[src/rtl/rx_params.svh]
`ifndef RX_PARAMS_SVH
`define RX_PARAMS_SVH

// one I or Q component from the front end
`define RX_SAMPLE_W 16

// qpsk carries two bits per symbol
`define RX_SYM_W 2

// symbols collected per output word
`define RX_SYMS_PER_WORD 16

// packed word width, RX_SYM_W * RX_SYMS_PER_WORD
`define RX_WORD_W 32

// store delay setting and its counter
`define RX_DLY_W 16

`endif

[src/rtl/rx_pkg.sv]
`include "rx_params.svh"

package rx_pkg;

    // one received sample, i in the low half
    typedef struct packed {
        logic signed [`RX_SAMPLE_W-1:0] q;  // quadrature
        logic signed [`RX_SAMPLE_W-1:0] i;  // in-phase
    } iq_sample_t;

    // one hard decision
    typedef struct packed {
        logic [`RX_SYM_W-1:0] code;  // {q neg, i neg}
        logic                 err;   // a component was zero
    } qpsk_sym_t;

    // one packed word
    typedef struct packed {
        logic [`RX_WORD_W-1:0] data;  // first symbol in msbs
        logic                  err;   // any symbol undecided
    } rx_word_t;

endpackage

[src/rtl/rx_backend_top.sv]
`timescale 1ns/1ps
`include "rx_params.svh"

module rx_backend_top (
    input  logic                 clk,
    input  logic                 rst_n_i,
    input  rx_pkg::iq_sample_t   sample_i,      // corrected i/q
    input  logic                 sample_vld_i,
    input  logic                 sop_i,         // packet detect strobe
    input  logic [`RX_DLY_W-1:0] store_dly_i,   // static setting
    output logic                 store_o,       // debug, window open
    output rx_pkg::qpsk_sym_t    sym_o,         // debug, current symbol
    output logic                 sym_vld_o,
    output rx_pkg::rx_word_t     word_o,        // packed data out
    output logic                 word_vld_o
);

    logic accept;  // sample goes into the slicer

    assign accept = sample_vld_i & store_o;

    rx_store_ctrl u_store_ctrl (
        .clk          (clk),
        .rst_n_i      (rst_n_i),
        .sop_i        (sop_i),
        .sample_vld_i (sample_vld_i),
        .store_dly_i  (store_dly_i),
        .store_o      (store_o)
    );

    // 1 cycle sample to symbol
    rx_qpsk_slicer u_slicer (
        .clk       (clk),
        .rst_n_i   (rst_n_i),
        .sample_i  (sample_i),
        .accept_i  (accept),
        .sym_o     (sym_o),
        .sym_vld_o (sym_vld_o)
    );

    // word lands 2 cycles after its last sample
    rx_word_packer u_packer (
        .clk        (clk),
        .rst_n_i    (rst_n_i),
        .sop_i      (sop_i),
        .sym_i      (sym_o),
        .sym_vld_i  (sym_vld_o),
        .word_o     (word_o),
        .word_vld_o (word_vld_o)
    );

endmodule

[src/rtl/rx_qpsk_slicer.sv]
`timescale 1ns/1ps

module rx_qpsk_slicer (
    input  logic               clk,
    input  logic               rst_n_i,
    input  rx_pkg::iq_sample_t sample_i,   // corrected sample
    input  logic               accept_i,   // valid and store window
    output rx_pkg::qpsk_sym_t  sym_o,      // registered decision
    output logic               sym_vld_o   // one cycle after accept
);

    rx_pkg::qpsk_sym_t dec;  // combinational decision
    logic              i_zero;
    logic              q_zero;

    assign i_zero = (sample_i.i == '0);
    assign q_zero = (sample_i.q == '0);

    // quadrant map
    //   i+ q+ -> 00, i+ q- -> 10, i- q+ -> 01, i- q- -> 11
    // so code is just the two sign bits
    always_comb begin
        if (i_zero || q_zero) begin
            dec.code = 2'b00;  // cannot decide
            dec.err  = 1'b1;
        end else begin
            dec.code = {sample_i.q[$bits(sample_i.q)-1],   // q negative
                        sample_i.i[$bits(sample_i.i)-1]};  // i negative
            dec.err  = 1'b0;
        end
    end

    // payload register, loads only on accept
    always_ff @(posedge clk) begin
        if (accept_i) begin
            sym_o <= dec;
        end
    end

    always_ff @(posedge clk) begin
        if (!rst_n_i) begin
            sym_vld_o <= 1'b0;
        end else begin
            sym_vld_o <= accept_i;  // one item per cycle max
        end
    end

endmodule

[src/rtl/rx_store_ctrl.sv]
`timescale 1ns/1ps
`include "rx_params.svh"

module rx_store_ctrl (
    input  logic                 clk,
    input  logic                 rst_n_i,
    input  logic                 sop_i,         // start of packet strobe
    input  logic                 sample_vld_i,  // one per received sample
    input  logic [`RX_DLY_W-1:0] store_dly_i,   // samples to skip after sop
    output logic                 store_o        // store window open
);

    logic                 armed_q;    // sop seen since reset
    logic [`RX_DLY_W-1:0] dly_cnt_q;  // samples skipped so far
    logic                 dly_done;   // skip count reached
    logic                 cnt_en;

    assign dly_done = (dly_cnt_q >= store_dly_i);

    // only count while armed, stops at the setting
    assign cnt_en = armed_q && sample_vld_i && !dly_done;

    always_ff @(posedge clk) begin
        if (!rst_n_i) begin
            armed_q   <= 1'b0;
            dly_cnt_q <= '0;
        end else if (sop_i) begin  // sop wins over any sample
            armed_q   <= 1'b1;
            dly_cnt_q <= '0;       // recount for the new packet
        end else if (cnt_en) begin
            dly_cnt_q <= dly_cnt_q + 1'b1;
        end
    end

    // window is a decode of state, masked in the sop cycle itself
    // so a sample arriving with sop is never stored
    assign store_o = armed_q && dly_done && !sop_i;

endmodule

[src/rtl/rx_word_packer.sv]
`timescale 1ns/1ps
`include "rx_params.svh"

module rx_word_packer (
    input  logic              clk,
    input  logic              rst_n_i,
    input  logic              sop_i,       // restart packing
    input  rx_pkg::qpsk_sym_t sym_i,       // from slicer
    input  logic              sym_vld_i,
    output rx_pkg::rx_word_t  word_o,      // packed word plus error
    output logic              word_vld_o   // one cycle pulse
);

    localparam int unsigned CNT_W = $clog2(`RX_SYMS_PER_WORD);
    localparam logic [CNT_W-1:0] LAST_SYM = CNT_W'(`RX_SYMS_PER_WORD - 1);

    logic [`RX_WORD_W-1:0] shift_q;  // symbols so far
    logic [`RX_WORD_W-1:0] shift_d;  // with the new symbol
    logic [CNT_W-1:0]      sym_cnt_q;  // position in word
    logic                  err_acc_q;  // sticky over the word
    logic                  take;       // symbol accepted
    logic                  last;       // sixteenth symbol

    // sop drops a symbol landing in the same cycle
    assign take = sym_vld_i && !sop_i;
    assign last = (sym_cnt_q == LAST_SYM);

    // new symbol enters at the lsb end, first one ends up at the top
    assign shift_d = {shift_q[`RX_WORD_W-`RX_SYM_W-1:0], sym_i.code};

    always_ff @(posedge clk) begin
        if (take) begin
            shift_q <= shift_d;
        end
    end

    // output word register, no reset on payload
    always_ff @(posedge clk) begin
        if (take && last) begin
            word_o.data <= shift_d;
            word_o.err  <= err_acc_q | sym_i.err;
        end
    end

    always_ff @(posedge clk) begin
        if (!rst_n_i) begin
            sym_cnt_q  <= '0;
            err_acc_q  <= 1'b0;
            word_vld_o <= 1'b0;
        end else begin
            word_vld_o <= take && last;  // next cycle after 16th symbol
            if (sop_i) begin             // throw away partial word
                sym_cnt_q <= '0;
                err_acc_q <= 1'b0;
            end else if (take) begin
                sym_cnt_q <= sym_cnt_q + 1'b1;  // wraps to 0 after last
                if (last) begin
                    err_acc_q <= 1'b0;          // fresh for next word
                end else begin
                    err_acc_q <= err_acc_q | sym_i.err;
                end
            end
        end
    end

endmodule
[config.mk]
export PLATFORM = sky130hd
export DESIGN_NAME = rx_backend_top
export DESIGN_NICKNAME = d
export VERILOG_FILES = /design/src/rtl/rx_pkg.sv /design/src/rtl/rx_backend_top.sv /design/src/rtl/rx_qpsk_slicer.sv /design/src/rtl/rx_store_ctrl.sv /design/src/rtl/rx_word_packer.sv
export VERILOG_INCLUDE_DIRS = /design/src /design/src/rtl
export SDC_FILE = /design/constraint.sdc
export NUM_CORES = 1
export LEC_CHECK = 0
export BUFFER_PORTS_ARGS = -buffer_cell sky130_fd_sc_hd__buf_4
export CAP_MARGIN = 0
export CORE_MARGIN = 2
export CORE_UTILIZATION = 40
export CTS_BUF_LIST = sky130_fd_sc_hd__clkbuf_16
export CTS_CLUSTER_SIZE = 16
export DETAILED_ROUTE_END_ITERATION = 10
export GPL_TIMING_DRIVEN = 0
export MAX_ROUTING_LAYER = met4
export SKIP_CTS_REPAIR_TIMING = 1
export SLEW_MARGIN = 20
export SYNTH_ARGS = -nofsm -noshare
export SYNTH_HDL_FRONTEND = slang
export SYNTH_SLANG_ARGS = --single-unit
[constraint.sdc]
create_clock -name clk -period 7.93 [get_ports clk]
set_input_delay 0.793 -clock clk [delete_from_list [all_inputs] [get_ports clk]]
set_output_delay 0.793 -clock clk [all_outputs]
set_load 0.03 [all_outputs]
# After elaboration in Yosys (flattened, before gate mapping)
# Index checks and enable logic that the tools add are counted.
[word_totals]
elab_cells = 32
ff_bits = 90
mem_bits_ro = 0
mem_bits_rw = 0
n_memories = 0
input_bits = 52
latch_bits = 0
output_inout_bits = 39
[classes]
n_mux = 2
shift = 0
magnitude_cmp = 1
addsub = 2
reduce_logical = 12
div_mod_pow = 0
n_bitwise = 3
eq_ne = 1
multipliers = 0
[op_table]
columns = ["op", "count"]
rows = [
  ["16-bit zero test", 2],
  ["16-bit by 1-bit adder with 16-bit output (second input constant)", 1],
  ["16-bit greater-or-equal comparator", 1],
  ["1-bit logical AND", 6],
  ["4-bit by 1-bit adder with 4-bit output (second input constant)", 1],
  ["4-bit == test (second input constant)", 1],
  ["1-bit zero test", 2],
  ["1-bit 2-to-1 mux", 2],
  ["2-bit OR reduction", 1],
  ["1-bit bitwise AND", 1],
  ["1-bit logical OR", 1],
  ["1-bit NOT", 1],
  ["1-bit bitwise OR", 1],
]

# Longest topological paths before layout
# Gate-level depths: netlist of run 1.
[depth]
word_depth = 4
depth_mapped = 9
mapped_depth_nobuf = 7

# Hierarchy
# Synthesis of run 1 repeated with hierarchy kept, for this count alone.
[unflattened]
hier_cells = 259
area_unflattened_um2 = 3629.7
[by_module_without_submodules]
columns = ["module", "cells_each", "area_each_um2", "instances", "seq_area_each_um2"]
rows = [
  ["rx_word_packer", 90, 2168.3, 1, 2011.9],
  ["rx_store_ctrl", 150, 1249.9, 1, 340.3],
  ["rx_qpsk_slicer", 18, 205.2, 1, 110.1],
  ["rx_backend_top", 1, 6.3, 1, 0.0],
]

# Worst setup path after synthesis of run 1
# Ideal clock, no wire load.
[synth_path]
path_type = "input to register"
startpoint = "input sop_i"
endpoint = "register u_packer.word_o[0] (netlist name)"
cell_stages = 3
required_ps = 7535
path_slack_ps = 4165
t_arrival_ps = 3370
path_cell_list = "nor2b_1 and2_1 and3_1"
[synth_between]
elab_chain_cells = 3
[synth_rtl]
columns = ["element", "line_no", "source"]
rows = [
  ["start, declared", "rx_backend_top.sv:9", "input logic sop_i,"],
  ["1-bit zero test", "rx_word_packer.sv:25", "assign take = sym_vld_i && !sop_i;"],
  ["1-bit logical AND", "rx_word_packer.sv:25", ""],
  ["1-bit logical AND", "rx_word_packer.sv:39", "if (take && last) begin"],
]
# Every way passes these cells.
# A chain may end at the register's enable or synchronous reset.

# Final worst setup path of run 1
[layout_path]
startpoint = "input store_dly_i[13]"
endpoint = "output store_o"
[layout_between]
elab_chain_cells = 3
[layout_rtl]
columns = ["element", "line_no", "source"]
rows = [
  ["start, declared", "rx_backend_top.sv:10", "input logic [`RX_DLY_W-1:0] store_dly_i,"],
  ["16-bit greater-or-equal comparator", "rx_store_ctrl.sv:18", "assign dly_done = (dly_cnt_q >= store_dly_i);"],
  ["1-bit logical AND (2 in a row)", "rx_store_ctrl.sv:37", "assign store_o = armed_q && dly_done && !sop_i;"],
  ["end, declared", "rx_backend_top.sv:11", "output logic store_o,"],
]
# Every way passes these cells.

==> metrics.md, run 1 <==
| Metric | Value |
|---|---|
| Result of the run | `finished clean` |
| Synth unique cells | `44` |
| WP data required | `7.14 ns` |
| Min cycle time layout | `3.77 ns` |
| Core area | `between 0.008 and 0.009 sq mm` |
| Antenna Nets Post-Route | `0` |
| Post-Syn Instances | `275` |
| Worst Setup Start Kind | `input port` |
| Routed len/inst | `14.7 um` |
| Vias in the first global route | `2,503` |
| Nets | `448` |
| Number of buffers created by CTS | `9` |
| Slowest CP cell | `a311oi_1` |
| Die height | `~100 um` |
| Max Slew Vio Count | `0` |
| DP HPWL | `5.33 mm` |
| Setup violators final | `0` |
| Synth Area per Inst | `13.4 sq um` |
| Peak supply drop | `106 uV` |
| Flops & latches, synth | `90` |
| Critical setup path kind | `in -> out` |
| Placer Congestion | `0.814` |
| Area delta synth->final | `31.7%` |
| H-tree depth | `3` |
| Share of cells above drive strength 1 | `0.311` |
| Die width | `roughly 100 um` |
| Max layer used | `met4` |
| Max frequency | `266 MHz` |
| Routed via count | `2,618` |
| Post-Syn Area | `0.00368 sq mm` |
| Met2 routed WL | `3.33 mm` |
| Crit path max fanout | `10` |
| CTS tree | `built` |
| PD cells | `about 200 mW/mm^2` |
| # IOs | `91` |
| Root buffer cell | `clkbuf_16` |
| RSZ-0062 raised after global routing | `false` |
| Leakage | `1.90 nW` |
| Fin crit share | `0.475` |
| Port Buffer Count | `90` |
| Final Hold Viols | `0` |
| Post-synthesis sequential area ratio | `0.670` |
| WL met3 | `~430 um` |
| Grt ovf | `0` |
| WP data arrival | `2.97 ns` |
| Setup crit end kind | `primary output` |
| Total track usage | `0.157` |
| WL final | `7.20 mm` |
| Initial core utilization | `0.418` |
| Clk_skew | `around 0.0077 ns` |
| CTS Sinks | `90` |
| Iteration-0 DRC count of the detailed router | `152` |
| DRC viols | `0` |
| Max clock buf depth | `2` |
| Yosys warns | `0` |
| Die Area | `0.00998 sq mm` |
| CP most frequent cell | `buf_4` |
| Clock Latency Late Sink | `0.33 ns` |
| Slew @ Worst Pin | `0.741 ns` |
| Synthesized net count | `345` |
| Pre-antenna DRT Iters | `4` |
| Slew HR | `0.504` |
| First-pass GRT wire length | `around 12 mm` |
| Via-per-instance ratio | `5.33` |
| Finished Cell Area | `about 0.0048 sq mm` |
| Site Rows | `34` |
| Max incr delay on CP | `0.37 ns` |
| Reg clk slew, reported paths | `0.06 ns` |
| Crit-path cells | `buf_4 -> inv_1 -> ha_1 -> nand4_1 -> a311oi_1 -> a31o_2 -> clkbuf_1 -> nor2_1 -> nor3b_1 -> buf_4` |
| Initial antenna violation count | `0` |
| Largest net degree at the start of global routing | `31` |
| Hold Crit Class | `reg -> reg` |
| Max Cap Viol | `0` |
| M1 wire length | `3.35 mm` |
| Total Negative Setup Slacks | `0 ns` |
| Placed Area | `0.00454 sq mm` |
| # diodes | `0` |
[per-layer routing]
metal | GRT usage | vias to the layer above
li1 | - | 1279
met1 | 0.211 | 1246
met2 | 0.239 | 87
met3 | 0.0355 | 6
met4 | 0.0537 | 0
met5 | - | -
[cells by family after synthesis]
family          count (synthesis)  share of synthesized area
flops                          90                      0.670
xor+xnor                        3                    0.00715
mux                             3                    0.00817
buf+inv                        23                     0.0262
fa+ha+maj                      18                     0.0612
compound gates                 42                     0.0817
simple gates                   96                      0.146
[metrics by stage]
stage          hold WS [ns]  setup slack (ns)  power, mW  cells  utilization
3_3_place_gp          0.401              2.94      0.544    473        0.510
4_1_cts               0.419              4.14      0.962    491        0.550
5_1_grt               0.421              3.90      0.990    491        0.550
6_report              0.418              4.16      0.955    491        0.550
3_5_place_dp          0.408              4.15      0.545    475        0.516
2_1_floorplan         0.400              4.16      0.521    275            -
[path summary, 6_finish.rpt]
path                                                 start  slack [ns]                   to  depth (start not counted)
worst min register to register        u_packer.shift_q[29]        0.42  u_packer.word_o[32]                          0
worst max register to register  u_store_ctrl.dly_cnt_q[13]        5.09    u_slicer.sym_o[0]                          7
worst min-delay path                  u_packer.shift_q[29]        0.42  u_packer.word_o[32]                          0
worst max-delay path                       store_dly_i[13]        4.16              store_o                         10
[area by class of cell]
type	instances	area [sq um]
Inverter	17	63.8
Clock inverter	7	75.1
Tap cell	108	135
Clock buffer	9	225
Sequential cell	90	2460
Buffer	6	32.5
Multi-Input combinational cell	162	1130
Fill cell	742	3960
Timing Repair Buffer	92	723
[synthesized netlist by cell type (all sizes together)]
cell type  instances  share of area
nor2b              2         0.0034
nand4             14          0.024
edfxtp            66           0.54
and4               1         0.0024
and2               4         0.0075
o211ai             1         0.0020
nand3              7         0.0095
or2                1         0.0017
nand2b             6          0.010
nor3               5         0.0068
o21a               2         0.0041
and3               3         0.0051
o21ai              2         0.0027
xnor2              1         0.0024
a211o              1         0.0024
buf                3         0.0058
o311ai             2         0.0048
xor2               2         0.0048
a41o               3         0.0082
nor4              12          0.020
ha                18          0.061
nand2             17          0.017
o21ba              1         0.0027
a2111o             1         0.0031
inv               17          0.017
a31o               2         0.0048
or4b               1         0.0027
o31ai              6          0.012
or4                8          0.016
a311oi             1         0.0024
a31oi              3         0.0051
mux2i              3         0.0082
nor2              11          0.011
clkbuf             3         0.0031
nor3b              1         0.0020
a21oi             13          0.018
o41ai              2         0.0048
o21bai             1         0.0020
o211a              1         0.0027
or3                3         0.0054
dfxtp             24           0.13
[power breakdown]
group	internal, mW	switching [mW]	leakage (nW)
combinational	0.0213	0.0134	0.974
sequential	0.499	0.000659	0.781
clock	0.246	0.175	0.144
total	0.766	0.189	1.90
[state kept, by name, indices dropped and copies added, names as in the netlist]
signal / count
u_store_ctrl.dly_cnt_q: 16
u_packer.word_vld_o: 1
u_slicer.sym_o: 3
u_packer.word_o: 33
u_packer.err_acc_q: 1
u_slicer.sym_vld_o: 1
u_packer.shift_q: 30
u_store_ctrl.armed_q: 1
u_packer.sym_cnt_q: 4
[critical path, delay by kind of cell]
kind / cells / cell delay, ns
fa+ha+maj: 1 / 0.28
compound gates: 2 / 0.58
simple gates: 3 / 0.66
buf+inv: 4 / 0.65
[layout by cell type (no fill, tap or decap), types with 8 or more instances in the layout]
cell type / Yosys / layout
a21oi_1: 13 / 13
nor4_1: 12 / 12
nand4_1: 14 / 14
ha_1: 18 / 18
dfxtp_1: 24 / 24
clkbuf_16: 0 / 9
edfxtp_1: 66 / 66
or4_1: 8 / 8
nand2_1: 17 / 17
nor2_1: 11 / 11
inv_1: 17 / 18
buf_4: 0 / 90
Note: power is estimated with default switching activity, not from simulation.
==> run 2, diff against run 1 <==
--- a/config.mk
+++ b/config.mk
@@ -15,6 +15,7 @@
 export DETAILED_ROUTE_END_ITERATION = 10
 export GPL_TIMING_DRIVEN = 0
 export MAX_ROUTING_LAYER = met4
+export PLACE_DENSITY = 0.65
 export SKIP_CTS_REPAIR_TIMING = 1
 export SLEW_MARGIN = 20
 export SYNTH_ARGS = -nofsm -noshare
==> constraint.sdc (replaced) <==
create_clock -name clk -period 3.4 [get_ports clk]
set_input_delay 0.34 -clock clk [delete_from_list [all_inputs] [get_ports clk]]
set_output_delay 0.34 -clock clk [all_outputs]
set_load 0.03 [all_outputs]
==> metrics.md, run 2 (synthesis results as in run 1) <==
| Metric | Value |
|---|---|
| Result of the run | `finished clean` |
| Die Area | `0.00998 sq mm` |
| Initial core utilization | `0.418` |
| Post-route setup slack | `0.499 ns` |
| Switching part of the total | `0.208` |
| Antenna Nets Post-Route | `0` |
| Root buffer cell | `clkbuf_16` |
| Seq pwr share | `0.536` |
| Slew HR | `0.450` |
| Number of buffers created by CTS | `9` |
| Max FFs per register | `33` |
| Setup crit end kind | `primary output` |
| Reg clk slew, reported paths | `approximately 0.07 ns` |
| WL final | `7.09 mm` |
| Share of cells above drive strength 1 | `0.314` |
| Reg area | `~0.0025 sq mm` |
| Die height | `99.9 um` |
| Core area | `0.00881 sq mm` |
| Max frequency | `about 340 MHz` |
| Fin crit share | `0.853` |
| Final Hold Viols | `0` |
| H-tree depth | `3` |
| Total track usage | `0.152` |
| Final core utilization | `0.549` |
| Routed via count | `around 2.6k` |
| Max clock buf depth | `2` |
| Commonest non-fill, non-tap cell in the layout | `buf_4` |
| Via-per-instance ratio | `5.23` |
| Nets | `447` |
| CTS tree | `built` |
| Critical setup path kind | `reg -> out` |
| # fillers | `714` |
| Clock power share | `0.427` |
| Area delta synth->final | `31.4%` |
| Pre-CTS setup slack | `0.337 ns` |
| Clock Latency Late Sink | `0.33 ns` |
| DP HPWL | `a little over 5 mm` |
| Clk_skew | `approximately 0.0053 ns` |
| Largest net degree at the start of global routing | `31` |
| Placer Congestion | `approximately 0.86` |
| PD cells | `450 mW/mm^2` |
| # diodes | `0` |
| Reg with most FFs | `u_packer.word_o` |
| Routed len/inst | `14.5 um` |
| Commonest cells after routing, fill and taps aside | `buf_4 (90), edfxtp_1 (66), dfxtp_1 (24)` |
| P_sw | `0.452 mW` |
| CTS Sinks | `90` |
| Max Slew Vio Count | `0` |
| Iteration-0 DRC count of the detailed router | `106` |
| Min cycle time layout | `2.90 ns` |
| Internal power | `1.72 mW` |
| Pre-antenna DRT Iters | `4` |
| Port Buffer Count | `90` |
| Crit path max fanout | `13` |
| Comb pwr share | `0.037` |
| Setup violators final | `0` |
| WP data arrival | `2.56 ns` |
| DRC viols | `0` |
| WP data required | `~3.1 ns` |
| Hold Crit Class | `in -> reg` |
| First-pass GRT wire length | `11.5 mm` |
| Slew @ Worst Pin | `0.822 ns` |
| # IOs | `approximately 90` |
| Worst Setup Start Kind | `register` |
| Peak supply drop | `226 uV` |
| Total Negative Setup Slacks | `0 ns` |
| Grt ovf | `0` |
| Initial antenna violation count | `0` |
| Multi-input gate area | `0.00113 sq mm` |
| Max Cap Viol | `0` |
| Site Rows | `34` |
| Biggest regs | `u_packer.word_o: 33 flops, u_packer.shift_q: 30 flops, u_store_ctrl.dly_cnt_q: 16 flops` |
| Die width | `99.9 um` |
| Leakage | `1.89 nW` |
| Vias in the first global route | `2,408` |
| RSZ-0062 raised after global routing | `false` |
run 2: metrics by stage:
stage / cell area, sq um / total power, mW / instances / hold slack (ns)
finish: 4830 / 2.17 / 490 / 0.231
detailed placement: 4540 / 1.27 / 475 / 0.406
global route: 4830 / 2.26 / 490 / 0.231
global placement: 4490 / 1.27 / 473 / 0.402
CTS: 4830 / 2.20 / 491 / 0.225
floorplan: 3680 / 1.22 / 275 / 0.400
run 2: worst max-delay path, cell delays in order, from the launching register on:
cell      delay (ns)
dfxtp_1         0.36
ha_1            0.32
nand4_1         0.31
a311oi_2        0.37
a31o_2          0.32
nor2_1          0.15
nor3b_1         0.21
buf_4           0.19
run 2: routing by layer:
layer  track usage  part of all wire  vias to the layer above  wire [um]
met4        0.0506             0.013                        0         92
met1         0.207              0.48                     1184       3430
met5             -                 0                        -          0
met2         0.224              0.44                       92       3130
met3        0.0383             0.062                        8        439
li1              -                 -                     1279          -
run 2: path summary, 6_finish.rpt:
check                              from  cells past startpoint              endpoint  slack, ns
max          u_store_ctrl.dly_cnt_q[13]                      7               store_o       0.50
min                             rst_n_i                      2  u_store_ctrl.armed_q       0.23
max reg2reg  u_store_ctrl.dly_cnt_q[13]                      6     u_slicer.sym_o[1]       0.79
min reg2reg        u_packer.shift_q[29]                      0   u_packer.word_o[32]       0.42
run 2: cell type report:
cell class              count  area share
inverters                  17      0.0132
clock buffers               9      0.0466
flip-flops and latches     90       0.510
clock inverters             7      0.0124
plain buffers               5     0.00596
well taps                 108      0.0280
repair buffers             92       0.150
multi-input cells         162       0.235
run 2: power by group through the flow:
| stage | Combinational, mW | Sequential [mW] | Clock, mW |
|---|---|---|---|
| 2_1_floorplan | 0.0271 | 1.19 | 0 |
| 5_1_grt | 0.0898 | 1.16 | 1.01 |
| 6_report | 0.0813 | 1.16 | 0.928 |
| 3_5_place_dp | 0.0819 | 1.19 | 0 |
| 4_1_cts | 0.0821 | 1.16 | 0.952 |
| 3_3_place_gp | 0.0799 | 1.19 | 0 |
